`src/design/soc_mem_pkg.sv`:
```
/*
 * Widths, address map and halfword timing shared by the memory subsystem.
 * Latencies count clocks per halfword phase and must cover the parts' access time.
 * LAT_CNT_W is sized from FLASH_LATENCY, which is assumed to be the longer one.
 */
package soc_mem_pkg;

	// --------------------------------------------------
	// Bus and board widths
	// --------------------------------------------------
	localparam int WB_ADR_W    = 32;
	localparam int WB_DAT_W    = 32;
	localparam int WB_SEL_W    = 4;
	localparam int MEM_ADR_W   = 26;
	localparam int MEM_DAT_W   = 16;
	// Halfword address widths of the two parts
	localparam int SRAM_ADR_W  = 23;
	localparam int FLASH_ADR_W = 24;
	// Byte address inside block RAM, 1024 words
	localparam int BRAM_ADR_W  = 12;

	// --------------------------------------------------
	// Address map
	// --------------------------------------------------
	localparam logic [2:0]  SRAM_REGION  = 3'h4;
	localparam logic [2:0]  FLASH_REGION = 3'h5;
	localparam logic [14:0] BRAM_REGION  = 15'h0000;

	// Clocks per halfword phase
	localparam int SRAM_LATENCY  = 5;
	localparam int FLASH_LATENCY = 8;
	localparam int LAT_CNT_W     = $clog2(FLASH_LATENCY + 1);

	typedef enum logic [1:0] {SLV_NONE, SLV_BRAM, SLV_SRAM, SLV_FLASH} slave_sel_t;

	// Phase sequence of both halfword controllers
	typedef enum logic [1:0] {PH_IDLE, PH_HI, PH_LO, PH_ACK} mem_phase_t;

endpackage

```
`src/design/mem_pin_select.sv`:
```
`timescale 1ns/1ps
/*
 * Board pin sharing between SRAM and flash, selected by chip enable.
 * SRAM wins if both are low, which the controllers never allow.
 */
module mem_pin_select import soc_mem_pkg::*; (
	input  logic [SRAM_ADR_W-1:0]  sram_adr_i,
	input  logic [MEM_DAT_W-1:0]   sram_d_i,
	input  logic                   sram_d_oe_i,
	input  logic                   sram_oe_n_i,
	input  logic                   sram_we_n_i,
	input  logic [1:0]             sram_be_n_i,
	input  logic                   sram_ce_n_i,
	input  logic [FLASH_ADR_W-1:0] flash_adr_i,
	input  logic                   flash_oe_n_i,
	input  logic                   flash_ce_n_i,
	output logic [MEM_ADR_W-1:0]   mem_adr_o,
	output logic [MEM_DAT_W-1:0]   mem_d_o,
	output logic                   mem_d_oe_o,
	output logic                   mem_oe_n_o,
	output logic                   mem_we_n_o,
	output logic                   sram_ub_n_o,
	output logic                   sram_lb_n_o
);
	always_comb begin
		// Idle pins unless a part is selected
		mem_adr_o   = '0;
		mem_d_o     = '0;
		mem_d_oe_o  = 1'b0;
		mem_oe_n_o  = 1'b1;
		mem_we_n_o  = 1'b1;
		sram_ub_n_o = 1'b1;
		sram_lb_n_o = 1'b1;
		if (!sram_ce_n_i) begin
			mem_adr_o   = {{(MEM_ADR_W-SRAM_ADR_W){1'b0}}, sram_adr_i};
			mem_d_o     = sram_d_i;
			mem_d_oe_o  = sram_d_oe_i;
			mem_oe_n_o  = sram_oe_n_i;
			mem_we_n_o  = sram_we_n_i;
			sram_ub_n_o = sram_be_n_i[1];
			sram_lb_n_o = sram_be_n_i[0];
		end else if (!flash_ce_n_i) begin
			// Flash is read only, data bus stays released
			mem_adr_o  = {{(MEM_ADR_W-FLASH_ADR_W){1'b0}}, flash_adr_i};
			mem_oe_n_o = flash_oe_n_i;
		end
	end

	// Both controllers idle outside their own access
	always_comb begin
		a_ce_excl: assert (sram_ce_n_i || flash_ce_n_i)
			else $error("SRAM and flash selected together");
	end

endmodule

```
`config.mk`:
```
export PLATFORM = sky130hd
export DESIGN_NAME = mem_pin_select
export DESIGN_NICKNAME = d
export VERILOG_FILES = /design/src/design/soc_mem_pkg.sv /design/src/design/mem_pin_select.sv
export SDC_FILE = /design/constraint.sdc
export NUM_CORES = 1
export LEC_CHECK = 0
export ABC_AREA = 1
export BUFFER_PORTS_ARGS = -buffer_cell sky130_fd_sc_hd__buf_2
export CORE_UTILIZATION = 27
export DETAILED_ROUTE_END_ITERATION = 6
export PLACE_DENSITY = 0.89
export SYNTH_ARGS = -nofsm -noshare
export SYNTH_HDL_FRONTEND = slang
export SYNTH_SLANG_ARGS = --single-unit
```
`constraint.sdc`:
```
create_clock -name vclk -period 1.2
set_input_delay 0.12 -clock vclk [all_inputs]
set_output_delay 0.12 -clock vclk [all_outputs]
set_load 0.02 [all_outputs]
```
==> out/results.txt <==
The flow ran to the end, and the final reports show no timing, DRC or antenna violations. Prior to clock tree synthesis, the placed netlist has a worst setup slack of 0.211 ns. Hold timing on the final database bottoms out at a slack of 0.539 ns. The count of instances resized after the clock tree is built came out at 0.

The iteration-0 DRC count of the detailed router came out at 10. For this run, the number of Yosys warnings is 0. Buffers added to address setup during post-CTS repair amount to 0. In this run the horizontal extent of the chip is 47.6 um. Setup violations remaining at the end of the flow were counted as 0. The tools report the post-cts hold buffer count as 0. In the post-route analysis, the smallest setup slack over all paths is 0.216 ns. The run gives 0 as the hold violation total from the final report. In this run the static leakage power is 0.847 nW. After layout, the clock buffer instance count stands at 0.

The tools report the critical path launch point type as a primary input. The power per standard cell area is 429 nW/um^2. The floorplan step defined a core boundary enclosing 1960 um^2. The wire length after detailed routing is 2160 um. Overall power consumption after layout is estimated at 476 uW.

Of all nets on the critical path, the largest fanout is 24. In the final layout, the share of cells above drive strength 1 is 53.4%. 118 I/O pins were placed. Subtracting the final worst setup slack from the clock period gives 0.984 ns. Required arrival time at the worst endpoint: 1.08 ns. The number of antenna diodes is 0. Combined global-route utilization of all metal layers: 14.2%.

The mean post-synth cell area is 4.48 um^2. The final layout contains a sequential cell count of 0. The logs give 0 for the number of slew-limit violations in the final report and 2480 um for the first-pass GRT wire length. First-pass iteration count of the detailed router: 4.

In this run the core area contains 16 standard-cell rows. The total vias in the final route came out at 1057. Entering global routing, the biggest net connects 26 pins. The initial antenna violation count was 0; the share of the yosys chip area belonging to registers was 0%.

The number of nets in the layout came out at 307. The chip height is 47.6 um. The average via count per standard cell is 4.05, and the global placement routability congestion is 0.790. By area the synthesized netlist is led by sky130_fd_sc_hd__nand2_1 (33%), sky130_fd_sc_hd__nand3_1 (21%), sky130_fd_sc_hd__inv_1 (11%). The worst-case IR drop observed on VDD is 0.000247 V. The critical path arrival came out at 0.86 ns. The tools report the via count of the first global-routing pass as 624.

Compared with the post-synthesis result, the final layout area differs by 98.2%. After routing, the total negative slack on setup checks comes to 0 ns. The worst setup path is of the primary input to output pin kind. The initial utilization of the core area, before any placement, comes to 28.6%. The detail route stage leaves a number of antenna-violating nets equal to 0. Synthesis produced a netlist whose cell count is 125. The remaining routing DRC violations was 0; the total global routing overflow was 0. Of the post-synthesis cell area, the dominant cell type holds 32.8%. The finished cells cover 1110 um^2.

Across the whole layout, storage elements account for 0 um^2. Counting distinct cell types in the post-synthesis netlist gives 13. The number of cells after detailed placement was 261; the max-cap violation count was 0.

The mean routed wirelength per cell was 8.29 um; the ratio of final minimum period to clock period was 82.0%. Detailed placement finished with a half-perimeter wire length of 1750 um. Setup repair after global routing left no endpoint under its margin. Measured on the finished design, the core utilization comes to 56.6%. The logs give 2260 um^2 for the die outline area and 561 um^2 for the synthesized area. Number of input and output port buffers inserted: 116. STA classifies the critical path endpoint as an output pin. Summed over all instances, the cell type with the most area after synthesis is sky130_fd_sc_hd__nand2_1. The path class of the lowest-slack min-delay path was primary input to output pin. For the number of cells in the finished layout apart from fillers, the log shows 261.

The highest attainable clock frequency came out at 1020 MHz. The placed instances occupy a cell area of 1110 um^2.
[cell usage after synthesis]
| library cell | number |
|---|---|
| sky130_fd_sc_hd__buf_6 | 4 |
| sky130_fd_sc_hd__nand2_1 | 49 |
| sky130_fd_sc_hd__inv_4 | 1 |
| sky130_fd_sc_hd__nand3_1 | 23 |
| sky130_fd_sc_hd__nor2_2 | 1 |
| sky130_fd_sc_hd__conb_1 | 1 |
| sky130_fd_sc_hd__nor2_1 | 17 |
| sky130_fd_sc_hd__buf_2 | 3 |
| sky130_fd_sc_hd__o21ai_1 | 1 |
| sky130_fd_sc_hd__inv_1 | 17 |
| sky130_fd_sc_hd__inv_2 | 1 |
| sky130_fd_sc_hd__buf_4 | 4 |
| sky130_fd_sc_hd__or2_2 | 3 |
[layout make-up]
| cell class | instances | area [um^2] |
|---|---|---|
| inverter | 19 | 73.8 |
| timing repair buffer | 119 | 603 |
| fill | 214 | 851 |
| tap | 27 | 33.8 |
| multi-input combinational | 96 | 400 |
[metal layers]
metal / wire, um / vias to the layer above / global-route usage, %
met5: 0 / - / 0
met4: 0 / 0 / 0
met3: 204 / 0 / 0
met2: 1050 / 56 / 27.7
met1: 911 / 415 / 18.4
li1: - / 586 / -
[power breakdown]
part / leakage, nW / switching (mW) / internal, mW
sequential: 0 / 0 / 0
clock: 0 / 0 / 0
combinational: 0.847 / 0.280 / 0.196
total: 0.847 / 0.280 / 0.196
[final timing paths]
path	start	end	slack (ns)	depth (start not counted)
worst max-delay path	flash_ce_n_i	mem_adr_o[10]	0.22	5
worst min-delay path	sram_be_n_i[1]	sram_ub_n_o	0.54	3
[placed cells by master, fill, tap and decap left out]
cell	Yosys	layout
sky130_fd_sc_hd__or2_2	3	3
sky130_fd_sc_hd__conb_1	1	2
sky130_fd_sc_hd__inv_1	17	17
sky130_fd_sc_hd__nand3_1	23	23
sky130_fd_sc_hd__inv_2	1	1
sky130_fd_sc_hd__nor2_1	17	17
sky130_fd_sc_hd__inv_4	1	1
sky130_fd_sc_hd__buf_4	4	3
sky130_fd_sc_hd__nor2_2	1	1
sky130_fd_sc_hd__nand2_1	49	49
sky130_fd_sc_hd__buf_2	3	116
sky130_fd_sc_hd__o21ai_1	1	1
[cell families (layout without fill, tap and decap cells)]
family,count (synthesis),after routing,synth area share (%)
simple gates,93,93,69.2
buf+inv,30,138,29.2
other cells,1,2,0.669
compound gates,1,1,0.892
[worst max-delay path, stage by stage]
cell,delay [ns]
sky130_fd_sc_hd__buf_2,0.11
sky130_fd_sc_hd__inv_2,0.27
sky130_fd_sc_hd__nand3_1,0.13
sky130_fd_sc_hd__nand2_1,0.07
sky130_fd_sc_hd__buf_2,0.16
Power figures use the tool's default switching activity.
