<file path="config.mk">
export PLATFORM = sky130hd
export DESIGN_NAME = wb_sram16
export DESIGN_NICKNAME = d
export VERILOG_FILES = /design/src/design/soc_mem_pkg.sv /design/src/design/wb_sram16.sv
export SDC_FILE = /design/constraint.sdc
export NUM_CORES = 1
export LEC_CHECK = 0
export BUFFER_PORTS_ARGS = -buffer_cell sky130_fd_sc_hd__buf_4
export CORE_ASPECT_RATIO = 0.6
export CORE_MARGIN = 2
export CORE_UTILIZATION = 40
export DETAILED_ROUTE_END_ITERATION = 6
export PLACE_DENSITY = 0.91
export SLEW_MARGIN = 15
export SYNTH_ARGS = -nofsm -noshare
export SYNTH_HDL_FRONTEND = slang
export SYNTH_SLANG_ARGS = --single-unit
</file>
<file path="constraint.sdc">
create_clock -name clk_i -period 8.07 [get_ports clk_i]
set_clock_uncertainty 0.1 [all_clocks]
set_input_delay 0.807 -clock clk_i [delete_from_list [all_inputs] [get_ports clk_i]]
set_output_delay 0.807 -clock clk_i [all_outputs]
set_load 0.005 [all_outputs]
</file>
<file path="src/design/soc_mem_pkg.sv">
/*
 * Widths, address map and halfword timing shared by the memory subsystem.
 * Latencies count clocks per halfword phase and must cover the parts' access time.
 * LAT_CNT_W is sized from FLASH_LATENCY, which is assumed to be the longer one.
 */
package soc_mem_pkg;

	// --------------------------------------------------
	// Bus and board widths
	// --------------------------------------------------
	localparam int WB_ADR_W    = 32;
	localparam int WB_DAT_W    = 32;
	localparam int WB_SEL_W    = 4;
	localparam int MEM_ADR_W   = 26;
	localparam int MEM_DAT_W   = 16;
	// Halfword address widths of the two parts
	localparam int SRAM_ADR_W  = 23;
	localparam int FLASH_ADR_W = 24;
	// Byte address inside block RAM, 1024 words
	localparam int BRAM_ADR_W  = 12;

	// --------------------------------------------------
	// Address map
	// --------------------------------------------------
	localparam logic [2:0]  SRAM_REGION  = 3'h4;
	localparam logic [2:0]  FLASH_REGION = 3'h5;
	localparam logic [14:0] BRAM_REGION  = 15'h0000;

	// Clocks per halfword phase
	localparam int SRAM_LATENCY  = 5;
	localparam int FLASH_LATENCY = 8;
	localparam int LAT_CNT_W     = $clog2(FLASH_LATENCY + 1);

	typedef enum logic [1:0] {SLV_NONE, SLV_BRAM, SLV_SRAM, SLV_FLASH} slave_sel_t;

	// Phase sequence of both halfword controllers
	typedef enum logic [1:0] {PH_IDLE, PH_HI, PH_LO, PH_ACK} mem_phase_t;

endpackage

</file>
<file path="src/design/wb_sram16.sv">
`timescale 1ns/1ps
/*
 * Async 16-bit SRAM controller, a bus word is two halfword phases, high half first.
 * WE stays low for each whole write phase; the part must accept the WE-low window.
 * Reads enable both byte lanes; sel_i only matters for writes.
 */
module wb_sram16 import soc_mem_pkg::*; (
	input  logic                  clk_i,
	input  logic                  rst_n_i,
	input  logic                  cyc_i,
	input  logic                  stb_i,
	input  logic                  we_i,
	input  logic [WB_ADR_W-1:0]   adr_i,
	input  logic [WB_SEL_W-1:0]   sel_i,
	input  logic [WB_DAT_W-1:0]   dat_i,
	input  logic [MEM_DAT_W-1:0]  mem_d_i,
	output logic [WB_DAT_W-1:0]   dat_o,
	output logic                  ack_o,
	output logic [SRAM_ADR_W-1:0] sram_adr_o,
	output logic [MEM_DAT_W-1:0]  sram_d_o,
	output logic                  sram_d_oe_o,
	output logic                  sram_oe_n_o,
	output logic                  sram_we_n_o,
	output logic [1:0]            sram_be_n_o,
	output logic                  sram_ce_n_o
);
	mem_phase_t           state;
	logic [LAT_CNT_W-1:0] wait_cnt;
	logic                 busy;
	logic                 lo_half;
	logic                 phase_done;

	assign busy       = (state == PH_HI) || (state == PH_LO);
	assign lo_half    = (state == PH_LO);
	assign phase_done = (wait_cnt == '0);

	// --------------------------------------------------
	// Phase FSM
	// --------------------------------------------------
	always_ff @(posedge clk_i) begin
		if (!rst_n_i) begin
			state    <= PH_IDLE;
			wait_cnt <= '0;
			ack_o    <= 1'b0;
		end else begin
			ack_o <= 1'b0;
			case (state)
				PH_IDLE: if (cyc_i && stb_i) begin
					state    <= PH_HI;
					wait_cnt <= LAT_CNT_W'(SRAM_LATENCY - 1);
				end
				PH_HI: if (phase_done) begin
					state    <= PH_LO;
					wait_cnt <= LAT_CNT_W'(SRAM_LATENCY - 1);
				end else begin
					wait_cnt <= wait_cnt - 1'b1;
				end
				PH_LO: if (phase_done) begin
					state <= PH_ACK;
					ack_o <= 1'b1;
				end else begin
					wait_cnt <= wait_cnt - 1'b1;
				end
				// Master still holds stb here, skip it
				default: state <= PH_IDLE;
			endcase
		end
	end

	// Read halves sampled on the last clock of their phase
	always_ff @(posedge clk_i) begin
		if (busy && phase_done && !we_i) begin
			if (lo_half)
				dat_o[MEM_DAT_W-1:0] <= mem_d_i;
			else
				dat_o[WB_DAT_W-1:MEM_DAT_W] <= mem_d_i;
		end
	end

	// --------------------------------------------------
	// Pin drive, halfword 2W then 2W+1
	// --------------------------------------------------
	assign sram_adr_o  = {adr_i[SRAM_ADR_W:2], lo_half};
	assign sram_d_o    = lo_half ? dat_i[MEM_DAT_W-1:0] : dat_i[WB_DAT_W-1:MEM_DAT_W];
	assign sram_d_oe_o = busy && we_i;
	assign sram_we_n_o = !(busy && we_i);
	assign sram_oe_n_o = !(busy && !we_i);
	assign sram_ce_n_o = !busy;
	// Low active lanes, upper selects go with the high half
	assign sram_be_n_o = !we_i   ? 2'b00 :
	                     lo_half ? ~sel_i[1:0] : ~sel_i[3:2];

	a_we_oe_excl: assert property (@(posedge clk_i) disable iff (!rst_n_i)
		!(!sram_we_n_o && !sram_oe_n_o));

endmodule

</file>
==> results.cfg <==
[pwr]
power.total_mw = 0.654
swShare_pct = 27.5
power_switching_mw = 0.180
pwr-share-seq_pct = 40.2
internal-power_mw = 0.474
cellPowerDensity_nw_per_um2 = 242
power_frac_comb_pct = 36.3
ir_drop_uv = 88.4
pwr-share-clk_pct = 23.5
power.leakage_nw = 1.17

[cells_and_area]
layout.cells.most_common = buf_4
final_net_count = 322
fin_area_um2 = 2700
layout_common_cells = 114 x buf_4, 32 x edfxtp_1, 16 x mux2_2
drive_above_1_share_pct = 62.9
areaGrowthSynthToFinish_pct = 46.1
antennaDiodeCount = 0
fin_cells = 292
post-route-util_pct = 59.8

[critical_path]
worstReg2RegStart = state[0]
crit_start = state[0]
crit_buf_inv = 2
startpoint_type = register
critPathTopFamily = adder cells
cp_max_fo = 26
criticalPathCategory = register to output pin
cp_data_required_time_ps = 7160
critPathMaxStageDelay_ps = 890
worstSetupEndpointType = output pin
cp_cell_sequence = inv_1 -> ha_1 -> mux2_2 -> buf_4
slowest_stage = ha_1
arrival_ps = 2180

[global_routing]
grt_use_met3_pct = 5.23
antenna_found_initial = 0
grt_max_degree = 27
grt_pass1_wl_um = 7080
grt_use_total_pct = 18.1
use_met2_pct = 30.8
grt.busiest_layer = met2
grt_overflow = 0
grtUsageMet1_pct = 20.7
grt_pass1_vias = 1393

[sta]
finalHoldViolCount = 0
fmax_mhz = 324
slew_headroom_pct = 25.8
period_minus_slack_ps = 3090
rsz0062_at_grt = false
setup_viol = 0
fin_crit_sh_pct = 38.3
worst_slew_pin_slew_ps = 1110
finalSetupTns_ps = 0
setup_slack_ps = 4980
slew_violations = 0
hold_ws_ps = 409

[synth]
ys_warn_count = 0
syn-cell-area_um2 = 1850
syn_nets = 228
seq_area_frac_synth_pct = 59.6
syn_inst = 134
avgSynthCellArea_um2 = 13.8
synth_seq_cells = 39
yosysUniqueCellTypes = 31

[clock_network]
clk_pin_slew_ps = 70
cts_max_level = 2
cts_buffers = 5
clockBufferDepth = 2
cts_root_buf = clkbuf_8
clk_latency_ps = 280
cts_setup_buffers = 0
cts_sinks = 39
hold_buffers = 0
cts_tree = done
cts.repair.resized = 0

[route]
firstDrtPassIters = 4
avgRoutedWirePerCell_um = 15.2
wl_um = 4440
viasPerCell = 4.69
drc = 0
vias = 1369
drtIter0Drc = 28
detail-route-antenna-nets = 0

[min_path]
worstHoldStart = wait_cnt[0]
hold_class = register to register

[floorplanning]
dieArea_um2 = 5190
dieWidth_um = 91.7
row_count = 19
initial_core_util_pct = 40.9
die_h_um = 56.6
pin_count = 167
core_area_um2 = 4520

[place]
dp_slack_ps = 5300
gp_congestion = 0.851
dpl.hpwl_um = 3690
portBuffers = 112
place_area_um2 = 2590
dp.cells = 284

[run_status]
status = finished, final reports clean

[job]
max-cap-violations = 0
## power groups by stage
stage / sequential, mW / clock (mW) / combinational [mW]
floorplan: 0.268 / 0 / 0.128
global placement: 0.266 / 0 / 0.232
detailed placement: 0.268 / 0 / 0.238
CTS: 0.263 / 0.159 / 0.239
global route: 0.266 / 0.169 / 0.258
finish: 0.263 / 0.154 / 0.237
## synthesized netlist by cell type
| cell | number | area (µm²) |
|---|---|---|
| a2111oi_0 | 1 | 8.76 |
| a211o_2 | 1 | 10.0 |
| a211oi_1 | 1 | 7.51 |
| a21bo_2 | 1 | 10.0 |
| a21boi_0 | 1 | 7.51 |
| and2_1 | 2 | 12.5 |
| buf_2 | 1 | 5.00 |
| buf_4 | 24 | 180 |
| buf_6 | 1 | 11.3 |
| clkbuf_1 | 1 | 3.75 |
| dfxtp_1 | 7 | 140 |
| edfxtp_1 | 32 | 961 |
| ha_1 | 5 | 62.6 |
| inv_1 | 9 | 33.8 |
| mux2_2 | 16 | 180 |
| mux2i_1 | 4 | 40.0 |
| nand2_1 | 6 | 22.5 |
| nand2b_1 | 2 | 12.5 |
| nand3b_1 | 1 | 7.51 |
| nor2_1 | 4 | 15.0 |
| nor3_1 | 1 | 5.00 |
| nor3b_1 | 1 | 7.51 |
| nor3b_2 | 1 | 12.5 |
| o211a_1 | 1 | 10.0 |
| o211ai_1 | 3 | 22.5 |
| o21ai_0 | 2 | 10.0 |
| o2bb2ai_1 | 1 | 8.76 |
| o31a_1 | 1 | 8.76 |
| o32ai_1 | 1 | 8.76 |
| or4_4 | 1 | 11.3 |
| or4b_2 | 1 | 10.0 |
## logic make-up (layout without fill, tap and decap cells)
family | Yosys count | in the layout | share of synthesized area (%)
AO/OA/AOI/OAI | 14 | 14 | 6.10
adder cells (fa/ha/maj) | 5 | 5 | 3.39
buffers and inverters | 36 | 131 | 12.7
flip-flops | 39 | 39 | 59.6
multiplexers | 20 | 20 | 11.9
AND/OR/NAND/NOR | 20 | 20 | 6.30
## area by class of cell
| cell class | count | area (µm²) |
|---|---|---|
| repair buffers | 114 | 856 |
| multi-input cells | 59 | 517 |
| well taps | 63 | 78.8 |
| clock buffers | 5 | 68.8 |
| fillers | 380 | 1820 |
| flip-flops and latches | 39 | 1100 |
| clock inverters | 3 | 43.8 |
| inverters | 9 | 33.8 |
## worst min-delay path: stages, from the launching register on
cell,delay (ps)
dfxtp_1,310
inv_1,80
a211oi_1,70
## path summary, 6_finish.rpt
check / end / slack [ps] / cells after the start
max: sram_d_o[13] / 4980 / 4
min: wait_cnt[0] / 410 / 2
max reg2reg: wait_cnt[3] / 5520 / 5
min reg2reg: wait_cnt[0] / 410 / 2
## registers in the layout (all words and copies together) (netlist names)
| signal | count |
|---|---|
| state | 2 |
| wait_cnt | 4 |
| ack_o | 1 |
| dat_o | 32 |
## layer usage
metal  wire length [µm]  up-vias
li1                   -      644
met1               1660      633
met2               2240       79
met3                396       13
met4                144        0
met5                  0        -
No activity file was read; power rests on OpenSTA's default activity.
