==> config.mk <==
export PLATFORM = sky130hd
export DESIGN_NAME = wb_addr_decode
export DESIGN_NICKNAME = d
export VERILOG_FILES = /design/src/design/soc_mem_pkg.sv /design/src/design/wb_addr_decode.sv
export SDC_FILE = /design/constraint.sdc
export NUM_CORES = 1
export LEC_CHECK = 0
export BUFFER_PORTS_ARGS = -buffer_cell sky130_fd_sc_hd__clkbuf_2
export CAP_MARGIN = 20
export CELL_PAD_IN_SITES_DETAIL_PLACEMENT = 0
export CELL_PAD_IN_SITES_GLOBAL_PLACEMENT = 1
export CORE_ASPECT_RATIO = 0.5
export CORE_UTILIZATION = 14
export CTS_CLUSTER_DIAMETER = 60
export CTS_CLUSTER_SIZE = 16
export DETAILED_ROUTE_END_ITERATION = 16
export PLACE_DENSITY = 0.79
export SKIP_CTS_REPAIR_TIMING = 1
export SLEW_MARGIN = 0
export SYNTH_ARGS = -nofsm -noshare
export SYNTH_HDL_FRONTEND = slang
export SYNTH_SLANG_ARGS = --single-unit
==> constraint.sdc <==
create_clock -name clk_i -period 2.25 [get_ports clk_i]
set_input_delay 0.225 -clock clk_i [delete_from_list [all_inputs] [get_ports clk_i]]
set_output_delay 0.225 -clock clk_i [all_outputs]
set_load 0.005 [all_outputs]
==> src/design/soc_mem_pkg.sv <==
/*
 * Widths, address map and halfword timing shared by the memory subsystem.
 * Latencies count clocks per halfword phase and must cover the parts' access time.
 * LAT_CNT_W is sized from FLASH_LATENCY, which is assumed to be the longer one.
 */
package soc_mem_pkg;

	// --------------------------------------------------
	// Bus and board widths
	// --------------------------------------------------
	localparam int WB_ADR_W    = 32;
	localparam int WB_DAT_W    = 32;
	localparam int WB_SEL_W    = 4;
	localparam int MEM_ADR_W   = 26;
	localparam int MEM_DAT_W   = 16;
	// Halfword address widths of the two parts
	localparam int SRAM_ADR_W  = 23;
	localparam int FLASH_ADR_W = 24;
	// Byte address inside block RAM, 1024 words
	localparam int BRAM_ADR_W  = 12;

	// --------------------------------------------------
	// Address map
	// --------------------------------------------------
	localparam logic [2:0]  SRAM_REGION  = 3'h4;
	localparam logic [2:0]  FLASH_REGION = 3'h5;
	localparam logic [14:0] BRAM_REGION  = 15'h0000;

	// Clocks per halfword phase
	localparam int SRAM_LATENCY  = 5;
	localparam int FLASH_LATENCY = 8;
	localparam int LAT_CNT_W     = $clog2(FLASH_LATENCY + 1);

	typedef enum logic [1:0] {SLV_NONE, SLV_BRAM, SLV_SRAM, SLV_FLASH} slave_sel_t;

	// Phase sequence of both halfword controllers
	typedef enum logic [1:0] {PH_IDLE, PH_HI, PH_LO, PH_ACK} mem_phase_t;

endpackage

==> src/design/wb_addr_decode.sv <==
`timescale 1ns/1ps
/*
 * Single master address decoder, purely combinational routing.
 * Unmapped accesses get a one-cycle ack with zero data.
 */
module wb_addr_decode import soc_mem_pkg::*; (
	input  logic                clk_i,
	input  logic                rst_n_i,
	input  logic                wb_cyc_i,
	input  logic                wb_stb_i,
	input  logic [WB_ADR_W-1:0] wb_adr_i,
	input  logic [WB_DAT_W-1:0] bram_dat_i,
	input  logic [WB_DAT_W-1:0] sram_dat_i,
	input  logic [WB_DAT_W-1:0] flash_dat_i,
	input  logic                bram_ack_i,
	input  logic                sram_ack_i,
	input  logic                flash_ack_i,
	output logic                bram_cyc_o,
	output logic                bram_stb_o,
	output logic                sram_cyc_o,
	output logic                sram_stb_o,
	output logic                flash_cyc_o,
	output logic                flash_stb_o,
	output logic [WB_DAT_W-1:0] wb_dat_o,
	output logic                wb_ack_o
);
	slave_sel_t slv;
	logic       req;
	logic       none_ack;

	assign req = wb_cyc_i && wb_stb_i;

	// Wide regions first, block RAM owns the low 128K
	always_comb begin
		if (wb_adr_i[WB_ADR_W-1 -: 3] == SRAM_REGION)
			slv = SLV_SRAM;
		else if (wb_adr_i[WB_ADR_W-1 -: 3] == FLASH_REGION)
			slv = SLV_FLASH;
		else if (wb_adr_i[WB_ADR_W-1 -: 15] == BRAM_REGION)
			slv = SLV_BRAM;
		else
			slv = SLV_NONE;
	end

	assign bram_cyc_o  = wb_cyc_i && (slv == SLV_BRAM);
	assign bram_stb_o  = req && (slv == SLV_BRAM);
	assign sram_cyc_o  = wb_cyc_i && (slv == SLV_SRAM);
	assign sram_stb_o  = req && (slv == SLV_SRAM);
	assign flash_cyc_o = wb_cyc_i && (slv == SLV_FLASH);
	assign flash_stb_o = req && (slv == SLV_FLASH);

	// Local ack for holes in the map
	always_ff @(posedge clk_i) begin
		if (!rst_n_i)
			none_ack <= 1'b0;
		else
			none_ack <= req && (slv == SLV_NONE) && !none_ack;
	end

	// Return path follows the held address
	always_comb begin
		case (slv)
			SLV_BRAM: begin
				wb_dat_o = bram_dat_i;
				wb_ack_o = bram_ack_i;
			end
			SLV_SRAM: begin
				wb_dat_o = sram_dat_i;
				wb_ack_o = sram_ack_i;
			end
			SLV_FLASH: begin
				wb_dat_o = flash_dat_i;
				wb_ack_o = flash_ack_i;
			end
			default: begin
				wb_dat_o = '0;
				wb_ack_o = none_ack;
			end
		endcase
	end

	a_one_target: assert property (@(posedge clk_i) disable iff (!rst_n_i)
		$onehot0({bram_stb_o, sram_stb_o, flash_stb_o}));
	// Every target must end its ack after one cycle
	a_ack_pulse: assert property (@(posedge clk_i) disable iff (!rst_n_i)
		wb_ack_o |=> !wb_ack_o);

endmodule

==> results.tsv, run 1 <==
stage	metric	value	unit
logic_synthesis	synth_seq_cells	1	
worst_setup_path	critPathMaxStageDelay	560	ps
worst_setup_path	setup.worst_path.class	primary input to output port	
floorplan	rows	20	
cells_and_area	finalNetCount	386	
logic_synthesis	yosysMostFrequentCell	mux2i_1	
logic_synthesis	yosys-top-cells-count	mux2i_1 (33), o2bb2ai_1 (28), clkbuf_1 (5)	
grt	grt_usage	0.106	
floorplan	die_w	114	um
timing	tns	0	ps
placed_design	place_congestion	0.705	
worst_setup_path	crit_family	simple AND/OR/NAND/NOR gates	
grt	overflow	0	
worst_setup_path	worst-path-buf-inv	3	
logic_synthesis	synthCells	99	
cells_and_area	synthToLayoutAreaGrowth	97.6	%
logic_synthesis	synth-edff-count	0	
logic_synthesis	synth_cell_type_count	24	
job	drv_cap	0	
timing	finalSetupViolations	0	
logic_synthesis	synth_nets	234	
logic_synthesis	synth_area	885	sq um
grt	grt_start_max_net_pins	23	
routing	wl	3830	um
timing	relSlewSlack	0.691	
logic_synthesis	yosysWarnings	0	
pwr	p_per_area	145	nW/um^2
cells_and_area	regMostFlops	none_ack	
clock_network	insertion_delay	0	ps
timing	rsz0062_at_grt	no	
grt	grt_first_pass_wirelength	5810	um
grt	antenna_found_initial	0	
placed_design	portBuffers	156	
timing	worst_pin_slew	463	ps
pwr	ir_drop	0.0000446	V
worst_setup_path	worstPathMaxFanout	22	
pwr	total_power	0.000254	W
pwr	p_leak	1.00	nW
routing	drt_iter0_markers	44	
worst_hold_path	hold_class	primary input to flop	
routing	ant_nets	0	
floorplan	die_y	58.2	um
cells_and_area	largest_reg_flops	1	
worst_setup_path	cp-start-kind	primary input	
worst_setup_path	cpMostUsedCell	clkbuf_2	
logic_synthesis	netlist.area_leader.share	0.373	
floorplan	num_io_pins	174	
timing	clock.fmax	493	MHz
worst_setup_path	slowest_stage	or4_4	
worst_setup_path	end_kind	output port	
logic_synthesis	synth_async_sr_flop_share	0	
logic_synthesis	postSynthAreaPerCell	8.94	sq um
floorplan	die_area	6660	sq um
timing	fin_skew	0	ps
cells_and_area	antenna_cells	0	
worst_setup_path	worstPathArrival	1800	ps
routing	routedWlPerCell	11.4	um
logic_synthesis	ys.flop_type	dfxtp_1	
logic_synthesis	netlist.top_cell.by_area	mux2i_1	
floorplan	core-area	6080	sq um
timing	hold_violations	0	
floorplan	initial_core_util	0.145	
status	status	completed	
timing	slew_violations	0	
placed_design	hpwl	3450	um
routing	via_per_inst	4.14	
cells_and_area	drive_gt1_frac	0.679	
clock_network	clk_pin_slew_worst_paths	0	ps
logic_synthesis	seq_area_frac_synth	0.0226	
routing	first_pass_iters	4	
worst_setup_path	critPathRequiredTime	2030	ps
routing	drcViolationCount	0	
timing	final.period_utilization	0.901	
worst_setup_path	cp_cell_sequence	clkbuf_2 > or4_4 > nor4_4 > buf_4 > o2bb2ai_1 > clkbuf_2	
timing	min_period	2030	ps
logic_synthesis	synth.area.top_cells	mux2i_1 (37%), o2bb2ai_1 (28%), o2bb2ai_2 (6.8%)	
cells_and_area	fillers	688	
routing	vias	1396	
cells_and_area	reg.largest.list	none_ack (1)	
grt	grt_pass1_vias	1311	
[logic make-up (layout without fill, tap and decap cells)]
kind of cell / count (synthesis) / in the layout / share of synthesized area
muxes: 33 / 33 / 0.373
and+or+nand+nor: 19 / 19 / 0.154
AOI/OAI and AO/OA: 35 / 35 / 0.376
DFF: 1 / 1 / 0.0226
buffers and inverters: 11 / 161 / 0.0735
[power by group]
group | switching, W | leakage (nW) | internal [W]
Clock | 0 | 0 | 0
Sequential | 0.000000335 | 0.00817 | 0.0000188
Combinational | 0.0000989 | 0.996 | 0.000136
[through the flow]
stage / instances / cell area (sq um) / worst slack [ps] / hold slack [ps] / utilization
after floorplan: 99 / 885 / 457 / 368 / -
final: 337 / 1750 / 222 / 470 / 0.287
after detailed placement: 337 / 1750 / 221 / 463 / 0.287
after CTS: 337 / 1750 / 208 / 468 / 0.287
after global routing: 337 / 1750 / 118 / 502 / 0.287
after global placement: 337 / 1750 / 229 / 462 / 0.287
[worst reg2reg max path, delay by kind of cell (launching register included)]
kind | cells | cell delay [ps]
DFF | 1 | 290
and+or+nand+nor | 2 | 280
[area by class of cell]
type	count	area (sq um)	area share
repair buffers	161	818	0.468
flip-flops and latches	1	20.0	0.0115
multi-input cells	87	800	0.457
well taps	88	110	0.0630
[final timing paths]
kind | start | endpoint | slack [ps] | cells after the start
min | rst_n_i | none_ack$_SDFF_PN0_ | 470 | 3
max | wb_adr_i[31] | wb_dat_o[4] | 220 | 6
max reg2reg | none_ack$_SDFF_PN0_ | none_ack$_SDFF_PN0_ | 1600 | 2
min reg2reg | none_ack$_SDFF_PN0_ | none_ack$_SDFF_PN0_ | 520 | 2
[placed cells by master (no fill, tap or decap)]
master and count:
a22oi_1 1, o2bb2ai_1 28, buf_4 5, or3_1 1, o41ai_1 1, nor4_4 1, dfxtp_1 1, and3_1 2
nand2_1 3, or4_4 2, or2b_1 1, o41a_1 1, or4_1 1, mux2i_1 33, clkbuf_2 156, nand3b_1 1
nor3_1 2, nor2b_1 1, and2_1 1, o2bb2ai_2 4, nor2_1 2, or4b_2 1
[metal layers]
layer  global-route usage  vias to the layer above  wire, um
met4                    0                        0         0
met3               0.0115                        0       210
met2                0.211                       46      2040
li1                     -                      712         -
met1                0.131                      638      1580
met5                    0                        -         0
No activity file was read; power rests on OpenSTA's default activity.
==> inputs of run 2 (changes only) <==
clock period = 2.2 ns   (was 2.25 ns; I/O delays follow)
==> run 2 against run 1 <==
  * Power increased by 2.6%
  * Core utilization is 0.21 points higher
  * Highest routed layer unchanged
  * Register-to-register slack got worse by 50 ps
  * Sequential share of layout area about the same
  * Die area unchanged
  * Global-route usage shrank 0.32 points
  * First-iteration DRC count down 32%
  * Final area increased by 0.72%
  * Largest power group unchanged
  * Largest cell class unchanged
==> results.tsv, run 2 (same netlist as run 1, synthesis figures left out) <==
stage	metric	value	unit	change
grt	overflow	0		unchanged
timing	hold_violations	0		unchanged
worst_setup_path	r2r-end	none_ack$_SDFF_PN0_		unchanged
grt	grt_usage	0.103		was 0.106
floorplan	die_area	6660	sq um	unchanged
clock_network	clk_pin_slew_worst_paths	0	ps	about the same
clock_network	insertion_delay	0	ps	about the same
pwr	ir_drop	0.0000385	V	was 0.0000446 V
floorplan	die_y	58.2	um	unchanged
worst_setup_path	worstPathMaxFanout	13		was 22
grt	grt_first_pass_wirelength	5710	um	was 5810 um
worst_setup_path	setup.worst_path.class	primary input to output port		unchanged
routing	drcViolationCount	0		unchanged
floorplan	num_io_pins	174		unchanged
worst_setup_path	cp-start-kind	primary input		unchanged
cells_and_area	antenna_cells	0		unchanged
cells_and_area	final_common_cell	clkbuf_2		unchanged
grt	antenna_found_initial	0		unchanged
timing	fin_skew	0	ps	unchanged
placed_design	place_ws	191	ps	was 221 ps
job	drv_cap	0		unchanged
status	status	completed		unchanged
placed_design	hpwl	3410	um	was 3450 um
worst_setup_path	end_kind	output port		unchanged
placed_design	place_congestion	0.690		was 0.705
grt	grt_pass1_vias	1232		was 1311
worst_setup_path	cpMostUsedCell	clkbuf_2		unchanged
pwr	power.internal	0.000158	W	was 0.000155 W
placed_design	place_inst	337		unchanged
pwr	seq_power_share	0.075		about the same
placed_design	portBuffers	156		unchanged
timing	setup_slack	198	ps	was 222 ps
floorplan	initial_core_util	0.145		unchanged
cells_and_area	reg.largest.list	none_ack (1)		unchanged
routing	drt_iter0_markers	30		was 44
cells_and_area	mostFrequentLayoutCells	clkbuf_2 (156), mux2i_1 (33), o2bb2ai_1 (28)		unchanged
timing	worst_pin_slew	520	ps	was 463 ps
routing	vias	1415		was 1396
routing	via_per_inst	4.20		was 4.14
pwr	p_leak	1.01	nW	was 1.00 nW
worst_setup_path	critPathRequiredTime	1980	ps	was 2030 ps
routing	ant_nets	0		unchanged
timing	relSlewSlack	0.653		was 0.691
floorplan	die_w	114	um	unchanged
worst_setup_path	cp_cell_sequence	clkbuf_2 > or4_4 > nor4_4 > buf_4 > and3_1 > clkbuf_2		was clkbuf_2 > or4_4 > nor4_4 > buf_4 > o2bb2ai_1 > clkbuf_2
cells_and_area	regMostFlops	none_ack		unchanged
routing	routedWlPerCell	11.2	um	was 11.4 um
worst_hold_path	hold_class	primary input to flop		unchanged
floorplan	core-area	6080	sq um	unchanged
pwr	switchingPower	0.000102	W	was 0.0000992 W
pwr	p_per_area	148	nW/um^2	was 145 nW/um^2
timing	final.period_utilization	0.910		
timing	rsz0062_at_grt	no		unchanged
timing	slew_violations	0		unchanged
grt	grt_start_max_net_pins	23		unchanged
worst_hold_path	worstHoldStart	rst_n_i		unchanged
worst_setup_path	reg2reg_slack	1550	ps	was 1600 ps
routing	first_pass_iters	4		unchanged
cells_and_area	instances_no_fill	337		unchanged
cells_and_area	finalNetCount	386		unchanged
timing	min_period	2000	ps	
cells_and_area	largest_reg_flops	1		unchanged
timing	finalSetupViolations	0		unchanged
timing	tns	0	ps	unchanged
cells_and_area	synthToLayoutAreaGrowth	99.0	%	was 97.6%
worst_setup_path	regToRegStartpoint	none_ack$_SDFF_PN0_		unchanged
cells_and_area	drive_gt1_frac	0.679		unchanged
routing	wl	3780	um	was 3830 um
pwr	clock_power_share	0		about the same
worst_setup_path	critPathMaxStageDelay	560	ps	about the same
pwr	combPwrFrac	0.925		about the same
worst_setup_path	slowest_stage	or4_4		unchanged
worst_setup_path	r2r_cells	2		unchanged
pwr	swShare	0.393		was 0.391
worst_setup_path	worstPathArrival	1780	ps	was 1800 ps
floorplan	rows	20		unchanged
timing	clock.fmax	500	MHz	
worst_hold_path	min_to	none_ack$_SDFF_PN0_		unchanged
worst_hold_path	holdPathStages	3		unchanged
run 2: cell counts in the layout (fill, tap and decap cells not counted):
Identical to the previous run, type by type.
run 2: through the flow:
stage	instance area (sq um)	util	hold slack (ps)	power (W)
2_1_floorplan	885	-	363	0.000115
3_3_place_gp	1760	0.290	457	0.000257
3_5_place_dp	1760	0.290	455	0.000263
4_1_cts	1760	0.290	461	0.000264
5_1_grt	1760	0.290	494	0.000286
6_report	1760	0.290	463	0.000260
run 2: critical path, delay by kind of cell:
| family | cells | cell delay, ps |
|---|---|---|
| AND/OR/NAND/NOR | 3 | 1100 |
| buffers and inverters | 3 | 460 |
run 2: worst max path at each step:
stage,from,endpoint,cells past startpoint
after floorplan,wb_adr_i[31],wb_dat_o[23],4
after global placement,wb_adr_i[31],bram_stb_o,6
after detailed placement,wb_adr_i[31],bram_stb_o,6
after CTS,wb_adr_i[31],bram_stb_o,6
after global routing,wb_adr_i[31],wb_dat_o[18],6
final,wb_adr_i[31],bram_stb_o,6
run 2: cell type report:
| cell class | count | area (sq um) |
|---|---|---|
| repair buffers | 161 | 831 |
| well taps | 88 | 110 |
| multi-input cells | 87 | 800 |
| flip-flops and latches | 1 | 20.0 |
| fillers | 676 | 4320 |
run 2: routing by layer:
layer	vias to the layer above	global-route usage	wire [um]
li1	712	-	-
met4	0	0	0
met3	0	0.00732	205
met1	654	0.132	1590
met5	-	0	0
met2	49	0.201	1980
run 2: power groups by stage:
| stage | Sequential (W) | Combinational (W) | Clock (W) |
|---|---|---|---|
| after detailed placement | 0.0000195 | 0.000243 | 0 |
| after global placement | 0.0000195 | 0.000238 | 0 |
| after floorplan | 0.0000194 | 0.0000954 | 0 |
| after global routing | 0.0000196 | 0.000266 | 0 |
| after CTS | 0.0000195 | 0.000244 | 0 |
| final | 0.0000195 | 0.000241 | 0 |
==> inputs of run 3 (changes only) <==
BUFFER_PORTS_ARGS = unset   (was -buffer_cell sky130_fd_sc_hd__clkbuf_2)
CAP_MARGIN = unset   (was 20)
CORE_AREA = 2 2 67 69   (was unset)
CORE_ASPECT_RATIO = unset   (was 0.5)
CORE_UTILIZATION = unset   (was 14)
DIE_AREA = 0 0 69 71   (was unset)
DONT_BUFFER_PORTS = 1   (was unset)
PLACE_DENSITY = 0.51   (was 0.79)
RECOVER_POWER = 25   (was unset)
==> run 3 against run 2 <==
  * Worst hold slack worse by 85 ps
  * Flip-flop and latch count unchanged
  * Maximum frequency increased by 8.2%
  * Die area is 26% lower
  * Register-to-register slack hardly changed
  * Sequential share of layout area increased by 1.1 points
  * Wire length decreased by 21%
  * First-iteration DRC count decreased by 23%
  * Clock skew unchanged
  * Core utilization fell by 7.6 points
  * Setup slack gained 150 ps
  * Sequential power hardly changed
==> results.tsv, run 3 (same netlist as run 1, synthesis figures left out) <==
stage	metric	value	unit	change
status	status	completed		unchanged
grt	grt_first_pass_wirelength	4130	um	was 5710 um
grt	overflow	0		unchanged
routing	drt_iter0_markers	23		was 30
cells_and_area	fin_area	898	sq um	was 1760 sq um
worst_hold_path	hold_class	primary input to flop		unchanged
routing	routedWlPerCell	20.9	um	was 11.2 um
grt	grt_start_max_net_pins	40		was 23
routing	met2_length	1650	um	was 1980 um
job	drv_cap	0		unchanged
cells_and_area	fillers	471		was 676
timing	tns	0	ps	unchanged
floorplan	initial_core_util	0.210		was 0.145
cells_and_area	mostFrequentLayoutCells	mux2i_1 (33), o2bb2ai_1 (30), nand2_1 (3), buf_4 (3)		was clkbuf_2 (156), mux2i_1 (33), o2bb2ai_1 (28)
routing	drcViolationCount	0		unchanged
cells_and_area	seqCellArea	20.0	sq um	unchanged
timing	fin_skew	0	ps	unchanged
pwr	p_leak	0.329	nW	was 1.01 nW
timing	rsz0062_at_grt	no		unchanged
grt	antenna_found_initial	0		unchanged
clock_network	insertion_delay	0	ps	about the same
cells_and_area	drive_gt1_frac	0.0978		was 0.679
grt	grt_usage	0.0996		was 0.103
timing	slew_violations	0		unchanged
cells_and_area	regMostFlops	none_ack		unchanged
placed_design	place_ws	342	ps	was 191 ps
routing	first_pass_iters	4		unchanged
timing	hold_violations	0		unchanged
placed_design	place_congestion	0.808		was 0.690
worst_setup_path	crit_family	simple AND/OR/NAND/NOR gates		unchanged
worst_setup_path	worst-path-buf-inv	1		was 3
floorplan	die_w	69	um	was 114 um
cells_and_area	final_common_cell	mux2i_1		was clkbuf_2
cells_and_area	antenna_cells	0		unchanged
cells_and_area	synthToLayoutAreaGrowth	1.56	%	was 99.0%
worst_setup_path	critPathMaxStageDelay	610	ps	was 560 ps
grt	grt_pass1_vias	819		was 1232
worst_setup_path	cp-start-kind	primary input		unchanged
pwr	p_per_area	125	nW/um^2	was 148 nW/um^2
floorplan	die_area	4900	sq um	was 6660 sq um
worst_setup_path	critPathRequiredTime	1980	ps	about the same
clock_network	clk_pin_slew_worst_paths	0	ps	about the same
cells_and_area	multi_input_area	787	sq um	was 800 sq um
routing	wl_met3	282	um	was 205 um
routing	wirelength_met1	1080	um	was 1590 um
timing	min_period	1850	ps	was 2000 ps
timing	clock.fmax	540	MHz	was 500 MHz
placed_design	placed_cell_area	915	sq um	was 1760 sq um
placed_design	hpwl	2560	um	was 3410 um
routing	ant_nets	0		unchanged
worst_setup_path	cp_cell_sequence	or4_1 > nor4_4 > buf_4 > o2bb2ai_1		was clkbuf_2 > or4_4 > nor4_4 > buf_4 > and3_1 > clkbuf_2
timing	relSlewSlack	0.338		was 0.653
worst_setup_path	setup.worst_path.class	primary input to output port		unchanged
floorplan	core-area	4200	sq um	was 6080 sq um
timing	worst_pin_slew	994	ps	was 520 ps
floorplan	die_y	71	um	was 58.2 um
placed_design	portBuffers	0		was 156
floorplan	num_io_pins	174		unchanged
pwr	ir_drop	0.0000377	V	was 0.0000385 V
pwr	total_power	0.000112	W	was 0.000260 W
worst_setup_path	end_kind	output port		unchanged
cells_and_area	reg.largest.list	none_ack (1)		unchanged
timing	setup_slack	349	ps	was 198 ps
routing	top_layer	met3		unchanged
routing	via_per_inst	6.03		was 4.20
floorplan	rows	24		was 20
routing	vias	869		was 1415
cells_and_area	finalNetCount	229		was 386
routing	wl	3000	um	was 3780 um
timing	holdWs	378	ps	was 463 ps
timing	final.period_utilization	0.841		was 0.910
timing	finalSetupViolations	0		unchanged
cells_and_area	largest_reg_flops	1		unchanged
worst_setup_path	worstPathMaxFanout	25		was 13
worst_setup_path	worstPathArrival	1630	ps	was 1780 ps
worst_setup_path	slowest_stage	or4_1		was or4_4
[run 3: cell types whose count changed in the layout (fill, tap and decap cells not counted)]
cell,before,now
buf_12,1,0
clkbuf_2,156,0
o2bb2ai_2,4,2
clkbuf_1,0,1
buf_4,4,3
o2bb2ai_1,28,30
[run 3: where the power goes]
group / total [W] / internal (W) / switching, W
Combinational: 0.0000926 / 0.0000470 / 0.0000456
Sequential: 0.0000195 / 0.0000192 / 0.000000312
Clock: 0 / 0 / 0
Total: 0.000112 / 0.0000661 / 0.0000459
[run 3: per-layer routing]
metal	track usage	vias to the layer above
met3	0.0256	0
met4	0	0
met2	0.193	65
met5	0	-
li1	-	394
met1	0.116	410
[run 3: worst paths after layout]
kind | depth (start not counted) | slack [ps] | to | from
min reg2reg | 2 | 510 | none_ack$_SDFF_PN0_ | none_ack$_SDFF_PN0_
max | 4 | 350 | wb_dat_o[27] | wb_adr_i[26]
max reg2reg | 2 | 1540 | none_ack$_SDFF_PN0_ | none_ack$_SDFF_PN0_
min | 2 | 380 | none_ack$_SDFF_PN0_ | rst_n_i
[run 3: stage by stage]
stage / cells / utilization
4_1_cts: 144 / 0.218
5_1_grt: 144 / 0.214
2_1_floorplan: 99 / -
3_5_place_dp: 144 / 0.218
6_report: 144 / 0.214
3_3_place_gp: 144 / 0.218
[run 3: final cells by class]
type,count,share of cell area
flip-flops and latches,1,0.0223
well taps,52,0.0724
multi-input cells,87,0.876
repair buffers,4,0.0292
